[config.mk]
export PLATFORM = sky130hd
export DESIGN_NAME = pipe_cpu_top
export DESIGN_NICKNAME = d
export VERILOG_FILES = /design/src/rtl/isa_pkg.sv /design/src/rtl/trace_pkg.sv /design/src/rtl/core_mem.sv /design/src/rtl/core_regfile.sv /design/src/rtl/core_alu.sv /design/src/rtl/pipe_core.sv /design/src/rtl/pipe_trace_tracker.sv /design/src/rtl/trace_fifo.sv /design/src/rtl/pipe_cpu_top.sv
export VERILOG_INCLUDE_DIRS = /design/src /design/src/rtl
export SDC_FILE = /design/constraint.sdc
export NUM_CORES = 2
export LEC_CHECK = 0
export ABC_AREA = 0
export BUFFER_PORTS_ARGS = -buffer_cell sky130_fd_sc_hd__buf_2
export CAP_MARGIN = 10
export CORE_MARGIN = 5
export CORE_UTILIZATION = 27
export CTS_BUF_LIST = sky130_fd_sc_hd__clkbuf_4 sky130_fd_sc_hd__clkbuf_8
export DETAILED_ROUTE_END_ITERATION = 12
export PLACE_DENSITY = 0.51
export SYNTH_ARGS = -nofsm -noshare
export SYNTH_HDL_FRONTEND = slang
export SYNTH_SLANG_ARGS = --single-unit
[constraint.sdc]
create_clock -name clk -period 10.2 [get_ports clk]
set_clock_uncertainty 0.2 [all_clocks]
set_input_delay 1.02 -clock clk [delete_from_list [all_inputs] [get_ports clk]]
set_output_delay 1.02 -clock clk [all_outputs]
set_load 0.02 [all_outputs]
[src/rtl/cpu_cfg.svh]
// Build-time sizes only. The memory depth must equal 2**CPU_ADDR_W and TRACE_DEPTH a power of two.
`ifndef CPU_CFG_SVH
`define CPU_CFG_SVH

// datapath, register and instruction width
`define CPU_DATA_W 16

// each memory holds this many words
`define CPU_MEM_DEPTH 64

// word address into either memory
`define CPU_ADDR_W 6

// architectural registers including r0
`define CPU_NREGS 8

// cycle counter width, wraps silently
`define TRACE_STAMP_W 16

// retirement records buffered before the core freezes
`define TRACE_DEPTH 8

`endif

[src/rtl/isa_pkg.sv]
// Opcodes 10 to 15 are not defined and pass through the core as no-ops.
package isa_pkg;

    // major opcode in bits 15:12
    typedef enum logic [3:0] {
        OP_ADD  = 4'd0,
        OP_SUB  = 4'd1,
        OP_AND  = 4'd2,
        OP_OR   = 4'd3,
        OP_XOR  = 4'd4,
        OP_ADDI = 4'd5,
        OP_LW   = 4'd6,
        OP_SW   = 4'd7,
        OP_BEQZ = 4'd8,
        OP_HALT = 4'd9
    } opcode_e;

    // one of eight registers
    typedef logic [2:0] reg_idx_t;

    // one instruction word, two views of the low 12 bits
    // store takes its data from rd, branch tests rd
    typedef union packed {
        struct packed {
            opcode_e    opcode;
            reg_idx_t   rd;
            reg_idx_t   rs1;
            reg_idx_t   rs2;
            logic [2:0] unused;
        } r_form;
        struct packed {
            opcode_e           opcode;
            reg_idx_t          rd;
            reg_idx_t          rs1;
            logic signed [5:0] imm;
        } i_form;
    } instr_u;

endpackage

[src/rtl/trace_pkg.sv]
// Stamps wrap after 2**TRACE_STAMP_W cycles and seq wraps after 65536 retirements.
`include "cpu_cfg.svh"

package trace_pkg;

    // retirement order number, 0 for the first retired instruction
    typedef logic [15:0] trace_seq_t;

    // value of the free-running cycle counter
    typedef logic [`TRACE_STAMP_W-1:0] stamp_t;

endpackage

[src/rtl/core_mem.sv]
// Word memory with no reset; contents are undefined until written.
`include "cpu_cfg.svh"

module core_mem (
    input  logic                   clk,
    input  logic                   we,
    input  logic [`CPU_ADDR_W-1:0] waddr,
    input  logic [`CPU_DATA_W-1:0] wdata,
    input  logic [`CPU_ADDR_W-1:0] raddr,
    output logic [`CPU_DATA_W-1:0] rdata
);

    logic [`CPU_DATA_W-1:0] mem [`CPU_MEM_DEPTH];

    // clocked write port
    always_ff @(posedge clk) begin
        if (we) begin
            mem[waddr] <= wdata;
        end
    end

    // read is combinational, data back in the same cycle
    assign rdata = mem[raddr];

endmodule

[src/rtl/core_regfile.sv]
// Register 0 always reads zero; a read of the register being written returns the new value.
`include "cpu_cfg.svh"

module core_regfile import isa_pkg::*; (
    input  logic                   clk,
    input  logic                   rst,
    input  reg_idx_t               ra1,
    input  reg_idx_t               ra2,
    output logic [`CPU_DATA_W-1:0] rd1,
    output logic [`CPU_DATA_W-1:0] rd2,
    input  logic                   we,
    input  reg_idx_t               wa,
    input  logic [`CPU_DATA_W-1:0] wd
);

    logic [`CPU_DATA_W-1:0] regs [`CPU_NREGS];

    always_ff @(posedge clk or posedge rst) begin
        if (rst) begin
            for (int i = 0; i < `CPU_NREGS; i++) begin
                regs[i] <= '0;
            end
        end else if (we && wa != '0) begin
            // writes to r0 dropped
            regs[wa] <= wd;
        end
    end

    // write-through covers the write-back to decode distance
    assign rd1 = (ra1 == '0) ? '0 : (we && wa == ra1) ? wd : regs[ra1];
    assign rd2 = (ra2 == '0) ? '0 : (we && wa == ra2) ? wd : regs[ra2];

endmodule

[src/rtl/core_alu.sv]
// The zero flag tests operand a; the core routes the branch register there.
`include "cpu_cfg.svh"

module core_alu import isa_pkg::*; (
    input  opcode_e                op,
    input  logic [`CPU_DATA_W-1:0] a,
    input  logic [`CPU_DATA_W-1:0] b,
    output logic [`CPU_DATA_W-1:0] y,
    output logic                   zero
);

    always_comb begin
        case (op)
            OP_ADD:  y = a + b;
            OP_SUB:  y = a - b;
            OP_AND:  y = a & b;
            OP_OR:   y = a | b;
            OP_XOR:  y = a ^ b;
            // immediate add and the load/store address
            OP_ADDI,
            OP_LW,
            OP_SW:   y = a + b;
            // branch, halt and undefined codes
            default: y = '0;
        endcase
    end

    // beqz condition
    assign zero = (a == '0);

endmodule

[src/rtl/pipe_core.sv]
// In-order five-stage core with word addressing only; branches resolve in execute.
`include "cpu_cfg.svh"

module pipe_core import isa_pkg::*; (
    input  logic                   clk,
    input  logic                   rst,
    input  logic                   run,
    input  logic                   freeze,
    output logic [`CPU_ADDR_W-1:0] imem_addr,
    input  logic [`CPU_DATA_W-1:0] imem_data,
    output logic [`CPU_ADDR_W-1:0] dmem_addr,
    output logic                   dmem_we,
    output logic [`CPU_DATA_W-1:0] dmem_wdata,
    input  logic [`CPU_DATA_W-1:0] dmem_rdata,
    output logic                   if_fire,
    output logic                   advance,
    output logic                   stall_id,
    output logic                   flush_br,
    output logic                   wb_valid,
    output logic [`CPU_ADDR_W-1:0] wb_pc,
    output instr_u                 wb_instr,
    output reg_idx_t               wb_rd,
    output logic                   wb_we,
    output logic [`CPU_DATA_W-1:0] wb_data,
    output logic                   halted
);

    // stage registers, named by the boundary they sit on
    logic [`CPU_ADDR_W-1:0] pc, fd_pc, de_pc, em_pc, mw_pc;
    logic                   fd_valid, de_valid, em_valid, mw_valid, halt_stop;
    instr_u                 fd_instr, de_instr, em_instr, mw_instr;
    logic [`CPU_DATA_W-1:0] de_v1, de_v2, em_alu, em_sd, mw_data;
    reg_idx_t               de_s2;

    opcode_e                id_op, ex_op, mem_op, wb_op;
    reg_idx_t               id_ra2, ld_rd;
    logic                   id_use1, id_use2, id_halt, alu_zero;
    logic [`CPU_DATA_W-1:0] rf_rd1, rf_rd2, ex_f1, ex_f2, ex_imm, alu_a, alu_b, alu_y;
    logic [`CPU_ADDR_W-1:0] br_target;

    // ops that write rd
    function automatic logic writes_rd(opcode_e op);
        return op inside {[OP_ADD:OP_LW]};
    endfunction

    // newest producer wins, memory stage before write-back
    function automatic logic [`CPU_DATA_W-1:0] fwd(reg_idx_t r, logic [`CPU_DATA_W-1:0] v);
        if (r != '0 && em_valid && writes_rd(mem_op) && em_instr.r_form.rd == r) begin
            return em_alu;
        end
        if (r != '0 && mw_valid && writes_rd(wb_op) && mw_instr.r_form.rd == r) begin
            return mw_data;
        end
        return v;
    endfunction

    ////////////////////////////////////////////////////////////
    // fetch control and decode
    ////////////////////////////////////////////////////////////

    assign advance   = !freeze;
    assign imem_addr = pc;
    // the slot behind a decoded halt is never fetched
    assign if_fire   = advance && run && !halt_stop && !id_halt && !stall_id && !flush_br;

    assign id_op   = fd_instr.r_form.opcode;
    assign id_halt = fd_valid && id_op == OP_HALT;
    // port 2 reads rd for store data and the branch test
    assign id_ra2  = (id_op inside {OP_SW, OP_BEQZ}) ? fd_instr.r_form.rd : fd_instr.r_form.rs2;
    assign id_use1 = !(id_op inside {OP_BEQZ, OP_HALT});
    assign id_use2 = id_op inside {[OP_ADD:OP_XOR], OP_SW, OP_BEQZ};

    // load in execute feeding the instruction in decode
    assign ex_op    = de_instr.r_form.opcode;
    assign ld_rd    = de_instr.r_form.rd;
    assign stall_id = fd_valid && de_valid && ex_op == OP_LW && ld_rd != '0 &&
                      ((id_use1 && fd_instr.r_form.rs1 == ld_rd) ||
                       (id_use2 && id_ra2 == ld_rd));

    core_regfile u_regfile (
        .clk (clk),
        .rst (rst),
        .ra1 (fd_instr.r_form.rs1),
        .ra2 (id_ra2),
        .rd1 (rf_rd1),
        .rd2 (rf_rd2),
        .we  (wb_we),
        .wa  (wb_rd),
        .wd  (wb_data)
    );

    ////////////////////////////////////////////////////////////
    // execute
    ////////////////////////////////////////////////////////////

    always_comb begin
        ex_f1  = fwd(de_instr.r_form.rs1, de_v1);
        ex_f2  = fwd(de_s2, de_v2);
        // size cast keeps the sign of the 6-bit field
        ex_imm = `CPU_DATA_W'(de_instr.i_form.imm);
        alu_a  = (ex_op == OP_BEQZ) ? ex_f2 : ex_f1;
        alu_b  = (ex_op inside {[OP_ADD:OP_XOR]}) ? ex_f2 : ex_imm;
    end

    core_alu u_alu (
        .op   (ex_op),
        .a    (alu_a),
        .b    (alu_b),
        .y    (alu_y),
        .zero (alu_zero)
    );

    // target is pc + 1 + imm, taken branch kills fetch and decode
    assign br_target = de_pc + 1'b1 + `CPU_ADDR_W'(de_instr.i_form.imm);
    assign flush_br  = de_valid && ex_op == OP_BEQZ && alu_zero;

    ////////////////////////////////////////////////////////////
    // memory and write-back
    ////////////////////////////////////////////////////////////

    assign mem_op     = em_instr.r_form.opcode;
    assign dmem_addr  = em_alu[`CPU_ADDR_W-1:0];
    assign dmem_we    = em_valid && mem_op == OP_SW;
    assign dmem_wdata = em_sd;

    assign wb_op    = mw_instr.r_form.opcode;
    assign wb_valid = mw_valid;
    assign wb_pc    = mw_pc;
    assign wb_instr = mw_instr;
    assign wb_rd    = mw_instr.r_form.rd;
    assign wb_we    = mw_valid && writes_rd(wb_op);
    assign wb_data  = mw_data;

    // valid bits, pc and halt state
    always_ff @(posedge clk or posedge rst) begin
        if (rst) begin
            pc        <= '0;
            fd_valid  <= 1'b0;
            de_valid  <= 1'b0;
            em_valid  <= 1'b0;
            mw_valid  <= 1'b0;
            halt_stop <= 1'b0;
            halted    <= 1'b0;
        end else if (advance) begin
            if (flush_br) begin
                pc <= br_target;
            end else if (if_fire) begin
                pc <= pc + 1'b1;
            end
            // decode holds under stall, turns to bubble when fetch is idle
            if (!stall_id) begin
                fd_valid <= if_fire;
            end
            de_valid <= fd_valid && !stall_id && !flush_br;
            em_valid <= de_valid;
            mw_valid <= em_valid;
            if (id_halt && !flush_br) begin
                halt_stop <= 1'b1;
            end
            if (mw_valid && wb_op == OP_HALT) begin
                halted <= 1'b1;
            end
        end
    end

    // payload moves with the valid bits
    always_ff @(posedge clk) begin
        if (advance) begin
            if (!stall_id) begin
                fd_pc    <= pc;
                fd_instr <= imem_data;
            end
            de_pc    <= fd_pc;
            de_instr <= fd_instr;
            de_v1    <= rf_rd1;
            de_v2    <= rf_rd2;
            de_s2    <= id_ra2;
            em_pc    <= de_pc;
            em_instr <= de_instr;
            em_alu   <= alu_y;
            em_sd    <= ex_f2;
            mw_pc    <= em_pc;
            mw_instr <= em_instr;
            mw_data  <= (mem_op == OP_LW) ? dmem_rdata : em_alu;
        end
    end

endmodule

[src/rtl/pipe_trace_tracker.sv]
// Stamps of bubble slots read as zero; only slots that reach write-back form records.
`include "cpu_cfg.svh"

module pipe_trace_tracker import isa_pkg::*, trace_pkg::*; (
    input  logic                   clk,
    input  logic                   rst,
    input  logic                   if_fire,
    input  logic                   advance,
    input  logic                   stall_id,
    input  logic                   flush_br,
    input  logic                   wb_valid,
    input  logic [`CPU_ADDR_W-1:0] wb_pc,
    input  instr_u                 wb_instr,
    input  reg_idx_t               wb_rd,
    input  logic                   wb_we,
    input  logic [`CPU_DATA_W-1:0] wb_data,
    output logic                   rec_valid,
    output trace_seq_t             rec_seq,
    output logic [`CPU_ADDR_W-1:0] rec_pc,
    output instr_u                 rec_instr,
    output reg_idx_t               rec_rd,
    output logic                   rec_we,
    output logic [`CPU_DATA_W-1:0] rec_data,
    output stamp_t                 rec_fetch_stamp,
    output stamp_t                 rec_retire_stamp
);

    // cycle counter and the shadow of each pipeline slot
    stamp_t     cycle;
    stamp_t     d_stamp, e_stamp, m_stamp, w_stamp;
    trace_seq_t seq;

    ////////////////////////////////////////////////////////////
    // shadow pipeline
    ////////////////////////////////////////////////////////////

    always_ff @(posedge clk or posedge rst) begin
        if (rst) begin
            cycle   <= '0;
            seq     <= '0;
            d_stamp <= '0;
            e_stamp <= '0;
            m_stamp <= '0;
            w_stamp <= '0;
        end else begin
            cycle <= cycle + 1'b1;
            if (rec_valid) begin
                seq <= seq + 1'b1;
            end
            // same hold, bubble and kill rules as the core
            if (advance) begin
                if (!stall_id) begin
                    d_stamp <= if_fire ? cycle : '0;
                end
                e_stamp <= (stall_id || flush_br) ? '0 : d_stamp;
                m_stamp <= e_stamp;
                w_stamp <= m_stamp;
            end
        end
    end

    ////////////////////////////////////////////////////////////
    // record at write-back
    ////////////////////////////////////////////////////////////

    // a frozen write-back slot retires once, on the cycle it moves
    assign rec_valid        = wb_valid && advance;
    assign rec_seq          = seq;
    assign rec_pc           = wb_pc;
    assign rec_instr        = wb_instr;
    assign rec_rd           = wb_rd;
    assign rec_we           = wb_we;
    assign rec_data         = wb_data;
    assign rec_fetch_stamp  = w_stamp;
    assign rec_retire_stamp = cycle;

endmodule

[src/rtl/trace_fifo.sv]
// Writes while full are dropped; the producer is expected to hold off on full.
`include "cpu_cfg.svh"

module trace_fifo import isa_pkg::*, trace_pkg::*; (
    input  logic                   clk,
    input  logic                   rst,
    input  logic                   in_valid,
    input  trace_seq_t             in_seq,
    input  logic [`CPU_ADDR_W-1:0] in_pc,
    input  instr_u                 in_instr,
    input  reg_idx_t               in_rd,
    input  logic                   in_we,
    input  logic [`CPU_DATA_W-1:0] in_data,
    input  stamp_t                 in_fetch_stamp,
    input  stamp_t                 in_retire_stamp,
    output logic                   full,
    output logic                   trace_valid,
    output trace_seq_t             trace_seq,
    output logic [`CPU_ADDR_W-1:0] trace_pc,
    output instr_u                 trace_instr,
    output reg_idx_t               trace_rd,
    output logic                   trace_we,
    output logic [`CPU_DATA_W-1:0] trace_data,
    output stamp_t                 trace_fetch_stamp,
    output stamp_t                 trace_retire_stamp,
    input  logic                   trace_ready
);

    localparam int PTR_W = $clog2(`TRACE_DEPTH);
    // one record flattened into a single word
    localparam int REC_W = $bits(trace_seq_t) + `CPU_ADDR_W + $bits(instr_u) +
                           $bits(reg_idx_t) + 1 + `CPU_DATA_W + 2 * $bits(stamp_t);

    logic [REC_W-1:0] mem [`TRACE_DEPTH];
    logic [PTR_W-1:0] wr_ptr, rd_ptr;
    logic [PTR_W:0]   count;
    logic             push, pop;

    assign push        = in_valid && !full;
    assign pop         = trace_valid && trace_ready;
    assign full        = count == (PTR_W + 1)'(`TRACE_DEPTH);
    // valid from stored count only, never from ready
    assign trace_valid = count != '0;

    always_ff @(posedge clk or posedge rst) begin
        if (rst) begin
            wr_ptr <= '0;
            rd_ptr <= '0;
            count  <= '0;
        end else begin
            // pointers wrap at the power-of-two depth
            if (push) begin
                wr_ptr <= wr_ptr + 1'b1;
            end
            if (pop) begin
                rd_ptr <= rd_ptr + 1'b1;
            end
            count <= count + (PTR_W + 1)'(push) - (PTR_W + 1)'(pop);
        end
    end

    always_ff @(posedge clk) begin
        if (push) begin
            mem[wr_ptr] <= {in_seq, in_pc, in_instr, in_rd, in_we, in_data,
                            in_fetch_stamp, in_retire_stamp};
        end
    end

    // head entry stays put until popped
    assign {trace_seq, trace_pc, trace_instr, trace_rd, trace_we, trace_data,
            trace_fetch_stamp, trace_retire_stamp} = mem[rd_ptr];

endmodule

[src/rtl/pipe_cpu_top.sv]
// Load the program only while run is low; fetch begins at address 0.
`include "cpu_cfg.svh"

module pipe_cpu_top import isa_pkg::*, trace_pkg::*; (
    input  logic                   clk,
    input  logic                   rst,
    input  logic                   run,
    input  logic                   prog_we,
    input  logic [`CPU_ADDR_W-1:0] prog_addr,
    input  logic [`CPU_DATA_W-1:0] prog_data,
    output logic                   halted,
    output logic                   trace_valid,
    output trace_seq_t             trace_seq,
    output logic [`CPU_ADDR_W-1:0] trace_pc,
    output instr_u                 trace_instr,
    output reg_idx_t               trace_rd,
    output logic                   trace_we,
    output logic [`CPU_DATA_W-1:0] trace_data,
    output stamp_t                 trace_fetch_stamp,
    output stamp_t                 trace_retire_stamp,
    input  logic                   trace_ready
);

    logic [`CPU_ADDR_W-1:0] imem_addr, dmem_addr, wb_pc, rec_pc;
    logic [`CPU_DATA_W-1:0] imem_data, dmem_wdata, dmem_rdata, wb_data, rec_data;
    logic                   dmem_we, if_fire, advance, stall_id, flush_br, full;
    logic                   wb_valid, wb_we, rec_valid, rec_we;
    instr_u                 wb_instr, rec_instr;
    reg_idx_t               wb_rd, rec_rd;
    trace_seq_t             rec_seq;
    stamp_t                 rec_fetch_stamp, rec_retire_stamp;

    // instruction memory, written through the program-load port
    core_mem u_imem (
        .clk(clk), .we(prog_we), .waddr(prog_addr), .wdata(prog_data),
        .raddr(imem_addr), .rdata(imem_data)
    );

    // data memory, one address for read and write
    core_mem u_dmem (
        .clk(clk), .we(dmem_we), .waddr(dmem_addr), .wdata(dmem_wdata),
        .raddr(dmem_addr), .rdata(dmem_rdata)
    );

    // a full record queue freezes every stage
    pipe_core u_core (
        .clk(clk), .rst(rst), .run(run), .freeze(full),
        .imem_addr(imem_addr), .imem_data(imem_data),
        .dmem_addr(dmem_addr), .dmem_we(dmem_we), .dmem_wdata(dmem_wdata),
        .dmem_rdata(dmem_rdata),
        .if_fire(if_fire), .advance(advance), .stall_id(stall_id), .flush_br(flush_br),
        .wb_valid(wb_valid), .wb_pc(wb_pc), .wb_instr(wb_instr), .wb_rd(wb_rd),
        .wb_we(wb_we), .wb_data(wb_data), .halted(halted)
    );

    pipe_trace_tracker u_tracker (
        .clk(clk), .rst(rst),
        .if_fire(if_fire), .advance(advance), .stall_id(stall_id), .flush_br(flush_br),
        .wb_valid(wb_valid), .wb_pc(wb_pc), .wb_instr(wb_instr), .wb_rd(wb_rd),
        .wb_we(wb_we), .wb_data(wb_data),
        .rec_valid(rec_valid), .rec_seq(rec_seq), .rec_pc(rec_pc), .rec_instr(rec_instr),
        .rec_rd(rec_rd), .rec_we(rec_we), .rec_data(rec_data),
        .rec_fetch_stamp(rec_fetch_stamp), .rec_retire_stamp(rec_retire_stamp)
    );

    trace_fifo u_trace_fifo (
        .clk(clk), .rst(rst),
        .in_valid(rec_valid), .in_seq(rec_seq), .in_pc(rec_pc), .in_instr(rec_instr),
        .in_rd(rec_rd), .in_we(rec_we), .in_data(rec_data),
        .in_fetch_stamp(rec_fetch_stamp), .in_retire_stamp(rec_retire_stamp),
        .full(full),
        .trace_valid(trace_valid), .trace_seq(trace_seq), .trace_pc(trace_pc),
        .trace_instr(trace_instr), .trace_rd(trace_rd), .trace_we(trace_we),
        .trace_data(trace_data), .trace_fetch_stamp(trace_fetch_stamp),
        .trace_retire_stamp(trace_retire_stamp), .trace_ready(trace_ready)
    );

endmodule

; Word level (Yosys, flattened, before mapping)
; Memories as Yosys holds them, arrays and structs flattened. A register that Yosys moved wholly into a read port is not among the register bits.
; Cells that the tools add are included.
[op_classes]
multipliers = 0
n_shift = 0
add_sub_neg = 11
n_bitwise = 8
div_mod_pow = 0
order_cmp = 12
mux = 41
reduce_logical = 69
eq_ne = 23
[op_table]
columns = operator, n
row1 = $mux W16, 20
row2 = $bwmux W128, 1
row3 = $bmux W16 S3, 2
row4 = $pmux W16 S5, 1
row5 = $demux W16 S3, 1
row6 = $logic_and A1 B1 Y1, 43
row7 = $add A16 B1 Y16 const B, 2
row8 = $eq A4 B3 Y1 const B, 7
row9 = $eq A3 B3 Y1, 8
row10 = $eq A4 B4 Y1 const B, 5
row11 = $mux W6, 3
row12 = $add A16 B16 Y16, 1
row13 = $and A16 B16 Y16, 1
row14 = $ge A4 B1 Y1 const B, 4
row15 = $le A4 B3 Y1 const B, 4
row16 = $logic_not A16 Y1, 1
row17 = $or A16 B16 Y16, 1
row18 = $sub A16 B16 Y16, 1
row19 = $xor A16 B16 Y16, 1
row20 = $reduce_bool A3 Y1, 5
row21 = $add A6 B1 Y6 const B, 2
row22 = $ge A4 B4 Y1 const B, 3
row23 = $mux W1, 12
row24 = $not A3 Y4, 3
row25 = other kinds (17), 32
[word_totals]
mem_bits_rw = 2768
n_memories = 3
out_inout_bits = 92
mem_bits_ro = 0
register_bits = 401
latch_bits = 0
[memory_table]
columns = name, depth, width, rd, rd_clocked_by_memory_dff, write_ports, line
row1 = u_dmem.mem, 64, 16, 1, 1, 1, core_mem.sv:13  ; logic [`CPU_DATA_W-1:0] mem [`CPU_MEM_DEPTH];
row2 = u_imem.mem, 64, 16, 1, 1, 1, core_mem.sv:13
row3 = u_trace_fifo.mem, 8, 90, 1, 0, 1, trace_fifo.sv:34  ; logic [REC_W-1:0] mem [`TRACE_DEPTH];

; Depth between registers and ports, before layout
[logic_depth]
word_depth = 15
ltp_mapped = 25

; Modules after synthesis
; A second synthesis with hierarchy kept.
[hier_totals]
cells_unflattened = 6437
area_unflattened_um2 = 128424.4
[modules_own_cells]
columns = mod, area_per_inst_um2, instances, cells_per_inst, seq_area_each_um2
row1 = core_mem, 39721.8, 2, 1813, 30749.5
row2 = trace_fifo, 27970.6, 1, 1098, 21871.0
row3 = pipe_core, 7885.1, 1, 540, 5435.2
row4 = core_regfile, 7068.0, 1, 548, 3203.1
row5 = pipe_trace_tracker, 4117.7, 1, 363, 2402.3
row6 = core_alu, 1939.4, 1, 262, 0.0

; Worst setup path after synthesis
; Ideal clock, no wire load.
[synth_path]
path_type = reg2reg
start = register u_trace_fifo.count[2]
end = memory u_trace_fifo.mem[0][0] in the netlist's numbering (enable)
required_ns = 9.253
synth_period_minus_slack_ns = 10.364
stages_incl_launch_ff = 8
setup_time_ns = 0.747
arrival_time_ns = 9.417
setup_slack_ns = -0.164
path_cell_list = dfrtp_1 inv_1 ha_1 and2_1 clkbuf_1 inv_2 nand2_1 nor4_1
[synth_via]
elab_chain_cells = 6
[synth_rtl]
columns = item, line
row1 = start: declaration, trace_fifo.sv:36  ; logic [PTR_W:0] count;
row2 = start signal: assignment, trace_fifo.sv:58  ; count <= count + (PTR_W + 1)'(push) - (PTR_W + 1)'(pop);
row3 = $eq A4 B4 Y1 *, trace_fifo.sv:41  ; assign full = count == (PTR_W + 1)'(`TRACE_DEPTH);
row4 = $logic_not A1 Y1 *, "pipe_core.sv:61, trace_fifo.sv:39"
row5 = $logic_and A1 B1 Y1, pipe_trace_tracker.sv:67  ; assign rec_valid = wb_valid && advance;
row6 = $logic_and A1 B1 Y1 *, trace_fifo.sv:39  ; assign push = in_valid && !full;
row7 = $mux W1 *, trace_fifo.sv:63  ; if (push) begin
row8 = $mux W1 (not written as such) *, trace_fifo.sv:64  ; mem[wr_ptr] <= {in_seq, in_pc, in_instr, in_rd, in_we, in_data,
row9 = end: declaration, trace_fifo.sv:34
; Mark *: on every way between the ends. The rest lies on a longest branch, timed or not.

; Final worst setup path
[layout_path]
start = register u_core.mw_instr, in the netlist u_core.wb_instr[9]
end = register u_core.em_alu[12] (data pin)
[layout_via]
elab_chain_cells = 9
[layout_rtl]
columns = item, line
row1 = start: declaration, pipe_core.sv:31  ; instr_u fd_instr, de_instr, em_instr, mw_instr;
row2 = start signal: assignment, pipe_core.sv:183  ; mw_instr <= em_instr;
row3 = $eq A3 B3 Y1 *, pipe_core.sv:51  ; if (r != '0 && mw_valid && writes_rd(wb_op) && mw_instr.r_form.rd == r) begin
row4 = $logic_and A1 B1 Y1 *, pipe_core.sv:51
row5 = $mux W1 (2 in series), pipe_core.sv:51
row6 = $mux W16 *, pipe_core.sv:54  ; return v;
row7 = $mux W16 *, pipe_core.sv:51
row8 = named net u_core.ex_f2[1], pipe_core.sv:38  ; logic [`CPU_DATA_W-1:0] rf_rd1, rf_rd2, ex_f1, ex_f2, ex_imm, alu_a, alu_b, alu_y;
row9 = $mux W16 (on tied branches), "pipe_core.sv:101, pipe_core.sv:102"
row10 = $add A16 B16 Y16 or $sub A16 B16 Y16 (tied branches), "core_alu.sv:14, core_alu.sv:22, core_alu.sv:15"
row11 = $pmux W16 S5 *, core_alu.sv:13  ; case (op)
row12 = end signal: assignment, pipe_core.sv:180  ; em_alu <= alu_y;
row13 = end: declaration, pipe_core.sv:32  ; logic [`CPU_DATA_W-1:0] de_v1, de_v2, em_alu, em_sd, mw_data;
; Mark *: on every way through the listed nets, which the timed path passes. The rest lies on a longest branch. The select of a mux whose other input is x is not followed.
; A chain may end at the register's enable or synchronous reset.

==> metrics.md <==
| Metric | Value |
|---|---|
| Row count | 250 |
| Max Cap Viol | 0 |
| Placer Congestion | just over 0.8 |
| Critical Path RT | roughly 11000 ps |
| Post-synthesis net count | a little over 6000 |
| CTS H-tree depth | 6 |
| Nets | 6675 |
| Die Height | between 600 and 700 µm |
| Filler instances | 44500 |
| Sequential area share after synthesis | approximately 75% |
| Inserted Clock Buffers | ~530 |
| CTS Root Cell | clkbuf_8 |
| Critical Path AT | just under 7000 ps |
| Synth Area in Simple Gates | approximately 2.8% |
| Adder-Cell Fraction of Synth Area | 0.667% |
| IO buf count | about 120 |
| Mux share of post-synthesis cell area | 17.8% |
| Syn Area/Cell | between 20 and 25 µm² |
| 1st-iter DRT viols | between 5000 and 6000 |
| CP Launch Type | flip-flop |
| Via count | 61500 |
| Top_reg_cell synth | edfxtp_1 |
| Total power | 41.1 mW |
| Leakage | approximately 47 nW |
| Hold slack | 134 ps |
| Final WL | 316 mm |
| Switching Share | 33.4% |
| RSZ-0062 raised after global routing | false |
| Synthesized area | approximately 0.13 mm² |
| Clock Path Buffers | 4 |
| PwrDens | 283 mW/mm² |
| Die area | between 0.4 and 0.5 mm² |
| Async set-or-reset flop fraction in the synthesized netlist | a little under 8% |
| Antenna Nets Post-Route | 0 |
| # Post-CTS Setup Buffers | 0 |
| Remaining DRCs | 0 |
| Post-DP HPWL | between 150 and 200 mm |
| Synthesis-stage register bit count | roughly 3200 |
| CP max stage cell | edfxtp_1 |
| Crit end category | flip-flop |
| Period Utilization, post-route | between 60% and 70% |
| Post-synth cell types | between 80 and 90 |
| Worst VDD drop | 0.000208 V |
| HP Class | in -> reg |
| Vias per Instance | 4.68 |
| Post-synthesis xor/xnor area fraction | less than 1% |
| Max-slew headroom | between 20 and 25% |
| TNS Setup | 0 ps |
| Number of synthesized flops with an enable pin | approximately 2900 |
| Die width | 691 µm |
| Clock network power share | a little over a quarter |
| Initial antenna violation count | 18 |
| Power share of the combinational group | 30.3% |
| Ports | about 120 |
| Compound-Gate Fraction of Synth Area | 1.92% |
| CTS clock-pin slew for the worst setup and hold paths | ~60 ps |
| Clock sinks | around 3200 |
| Worst-path fanout max | 24 |
| Largest net degree at the start of global routing | ~140 |
| Max stage delay on crit path | around 670 ps |
| CP Class | reg -> reg |
| Slew @ Worst Pin | around 1200 ps |
| Vias in the first global route | about 64000 |
| DR pass1 iterations | 5 |
| Final setup violation count | 0 |
| Drt wl/cell | 24.0 µm |
| Synth Warn # | 0 |
| Post-Synthesis Cells | approximately 6000 |
| Critical-path cell list | or3b_1 > a211o_1 > a21o_1 > a211oi_1 > a21oi_1 > mux2i_1 > ha_1 > nor2_1 > a21oi_1 > fa_1 > a21o_1 > a21o_1 > a21oi_1 > o21ai_0 > a211oi_1 > nor2_1 > a2111oi_0 > nand2b_1 > xor2_1 > o21ai_0 |
| Fmax | 0.160 GHz |
| Tmin final | 6270 ps |
| Fin util | between 30% and 40% |
| Largest family of logic cells by synthesized area | multiplexers |
| Clock latency at the later pin of the worst-skew pair | 1130 ps |
| Area Overhead vs Synth | 15.8% |
| CTS tree | done |
| Most frequent cells in the layout | 2915 x edfxtp_1, 878 x mux4_2, 551 x clkbuf_8 |
| Status | finished clean |
| Register share of total power | 42.5% |
| Final-report hold violation count | 0 |
| Switch Pwr | approximately 14 mW |
| Int Pwr | 27.4 mW |
| Pins Over Slew Limit | 0 |
| Grt total ovfl | 0 |
| Global-route wire length before repair | 458 mm |
| GRT Util Overall | about an eighth |
| Placeable Area | 0.463 mm² |
| Most common cell after layout, fill and taps aside | edfxtp_1 |
| Layout cell share with drive strength beyond 1 | 33.3% |
| Initial Util | a little over a quarter |
-- logic make-up after synthesis --
logic type               count (synthesis)
flip-flops                            3167
multiplexers                          1112
AND/OR/NAND/NOR                        817
buffers and inverters                  419
AO/OA/AOI/OAI                          346
XOR/XNOR                                90
adder cells (fa/ha/maj)                 65
-- area by class of cell --
class	instances	area, µm²	area share (%)
antenna	4	10.0	0.00690
clock buffer	724	8880	6.12
clock inverter	202	1580	1.09
inverter	79	312	0.215
multi-input combinational	2430	30100	20.7
sequential	3167	93900	64.7
tap	6174	7720	5.32
timing repair buffer	374	2690	1.85
-- registers in the layout, indices dropped and copies added (netlist names), 128 cells and up, named ones only --
| register | count |
|---|---|
| u_imem.mem | 1024 |
| u_dmem.mem | 1024 |
| u_trace_fifo.mem | 696 |
| u_core.u_regfile.regs | 128 |
-- synth_stat cells, types with 23 or more instances --
master	n	area share [%]
edfxtp_1	2915	70
mux4_2	878	16
nand2_1	364	1.1
nor2_1	285	0.85
dfrtp_1	246	4.9
clkbuf_1	240	0.72
mux2_2	189	1.7
buf_1	87	0.26
inv_1	75	0.22
a21oi_1	65	0.26
ha_1	62	0.62
xnor2_1	62	0.43
o21ai_0	59	0.24
a211oi_1	56	0.34
mux2i_1	42	0.34
a22o_1	33	0.23
nand3_1	33	0.13
xor2_1	28	0.20
nor3_1	26	0.10
a31oi_1	23	0.11
-- metal layers --
layer	vias up	part of all wire, %	global-route usage [%]
met3	467	5.2	2.06
li1	26000	-	-
met1	33300	45	18.2
met4	6	2.2	3.19
met2	1845	48	20.6
met5	-	0.010	0
-- repair_timing --
item                      CTS  global route
hold endpoints to repair   89             0
hold buffers                1             0
resized for setup           0             0
-- path summary, 6_finish.rpt --
check | startpoint | to | slack, ps | cells past startpoint
worst max register to register | u_core.wb_instr[9] | u_core.em_alu[12] | 3930 | 20
worst min register to register | u_core.u_regfile.regs[120] | u_core.u_regfile.regs[120] | 200 | 0
max in group asynchronous | rst | u_trace_fifo.rd_ptr[1] | 7660 | 4
worst max-delay path | u_core.wb_instr[9] | u_core.em_alu[12] | 3930 | 20
worst min-delay path | prog_data[5] | u_imem.mem[22][5] | 130 | 1
min in group asynchronous | rst | u_core.imem_addr[1] | 320 | 3
-- critical path, delay by kind of cell (launching register included) --
family / cells / cell delay [ps]
mux: 1 / 300
simple gates: 4 / 880
compound gates: 12 / 3070
flops: 1 / 670
fa+ha+maj: 2 / 710
xor+xnor: 1 / 130
-- power by group through the flow --
stage	sequential, mW	clock, mW	combinational [mW]
4_1_cts	17.5	11.5	12.7
3_5_place_dp	17.8	0	12.6
5_1_grt	17.7	12.1	13.4
6_report	17.5	11.2	12.5
2_1_floorplan	17.2	0	8.43
3_3_place_gp	17.7	0	12.5
-- metrics by stage --
step	setup slack (ps)	instances	area, µm²
after global placement	3850	12200	135000
after detailed placement	4070	12200	135000
after CTS	4040	13100	145000
after global routing	3580	13200	145000
after floorplan	2010	6016	125000
final	3930	13200	145000
Note: power is estimated with default switching activity, not from simulation.
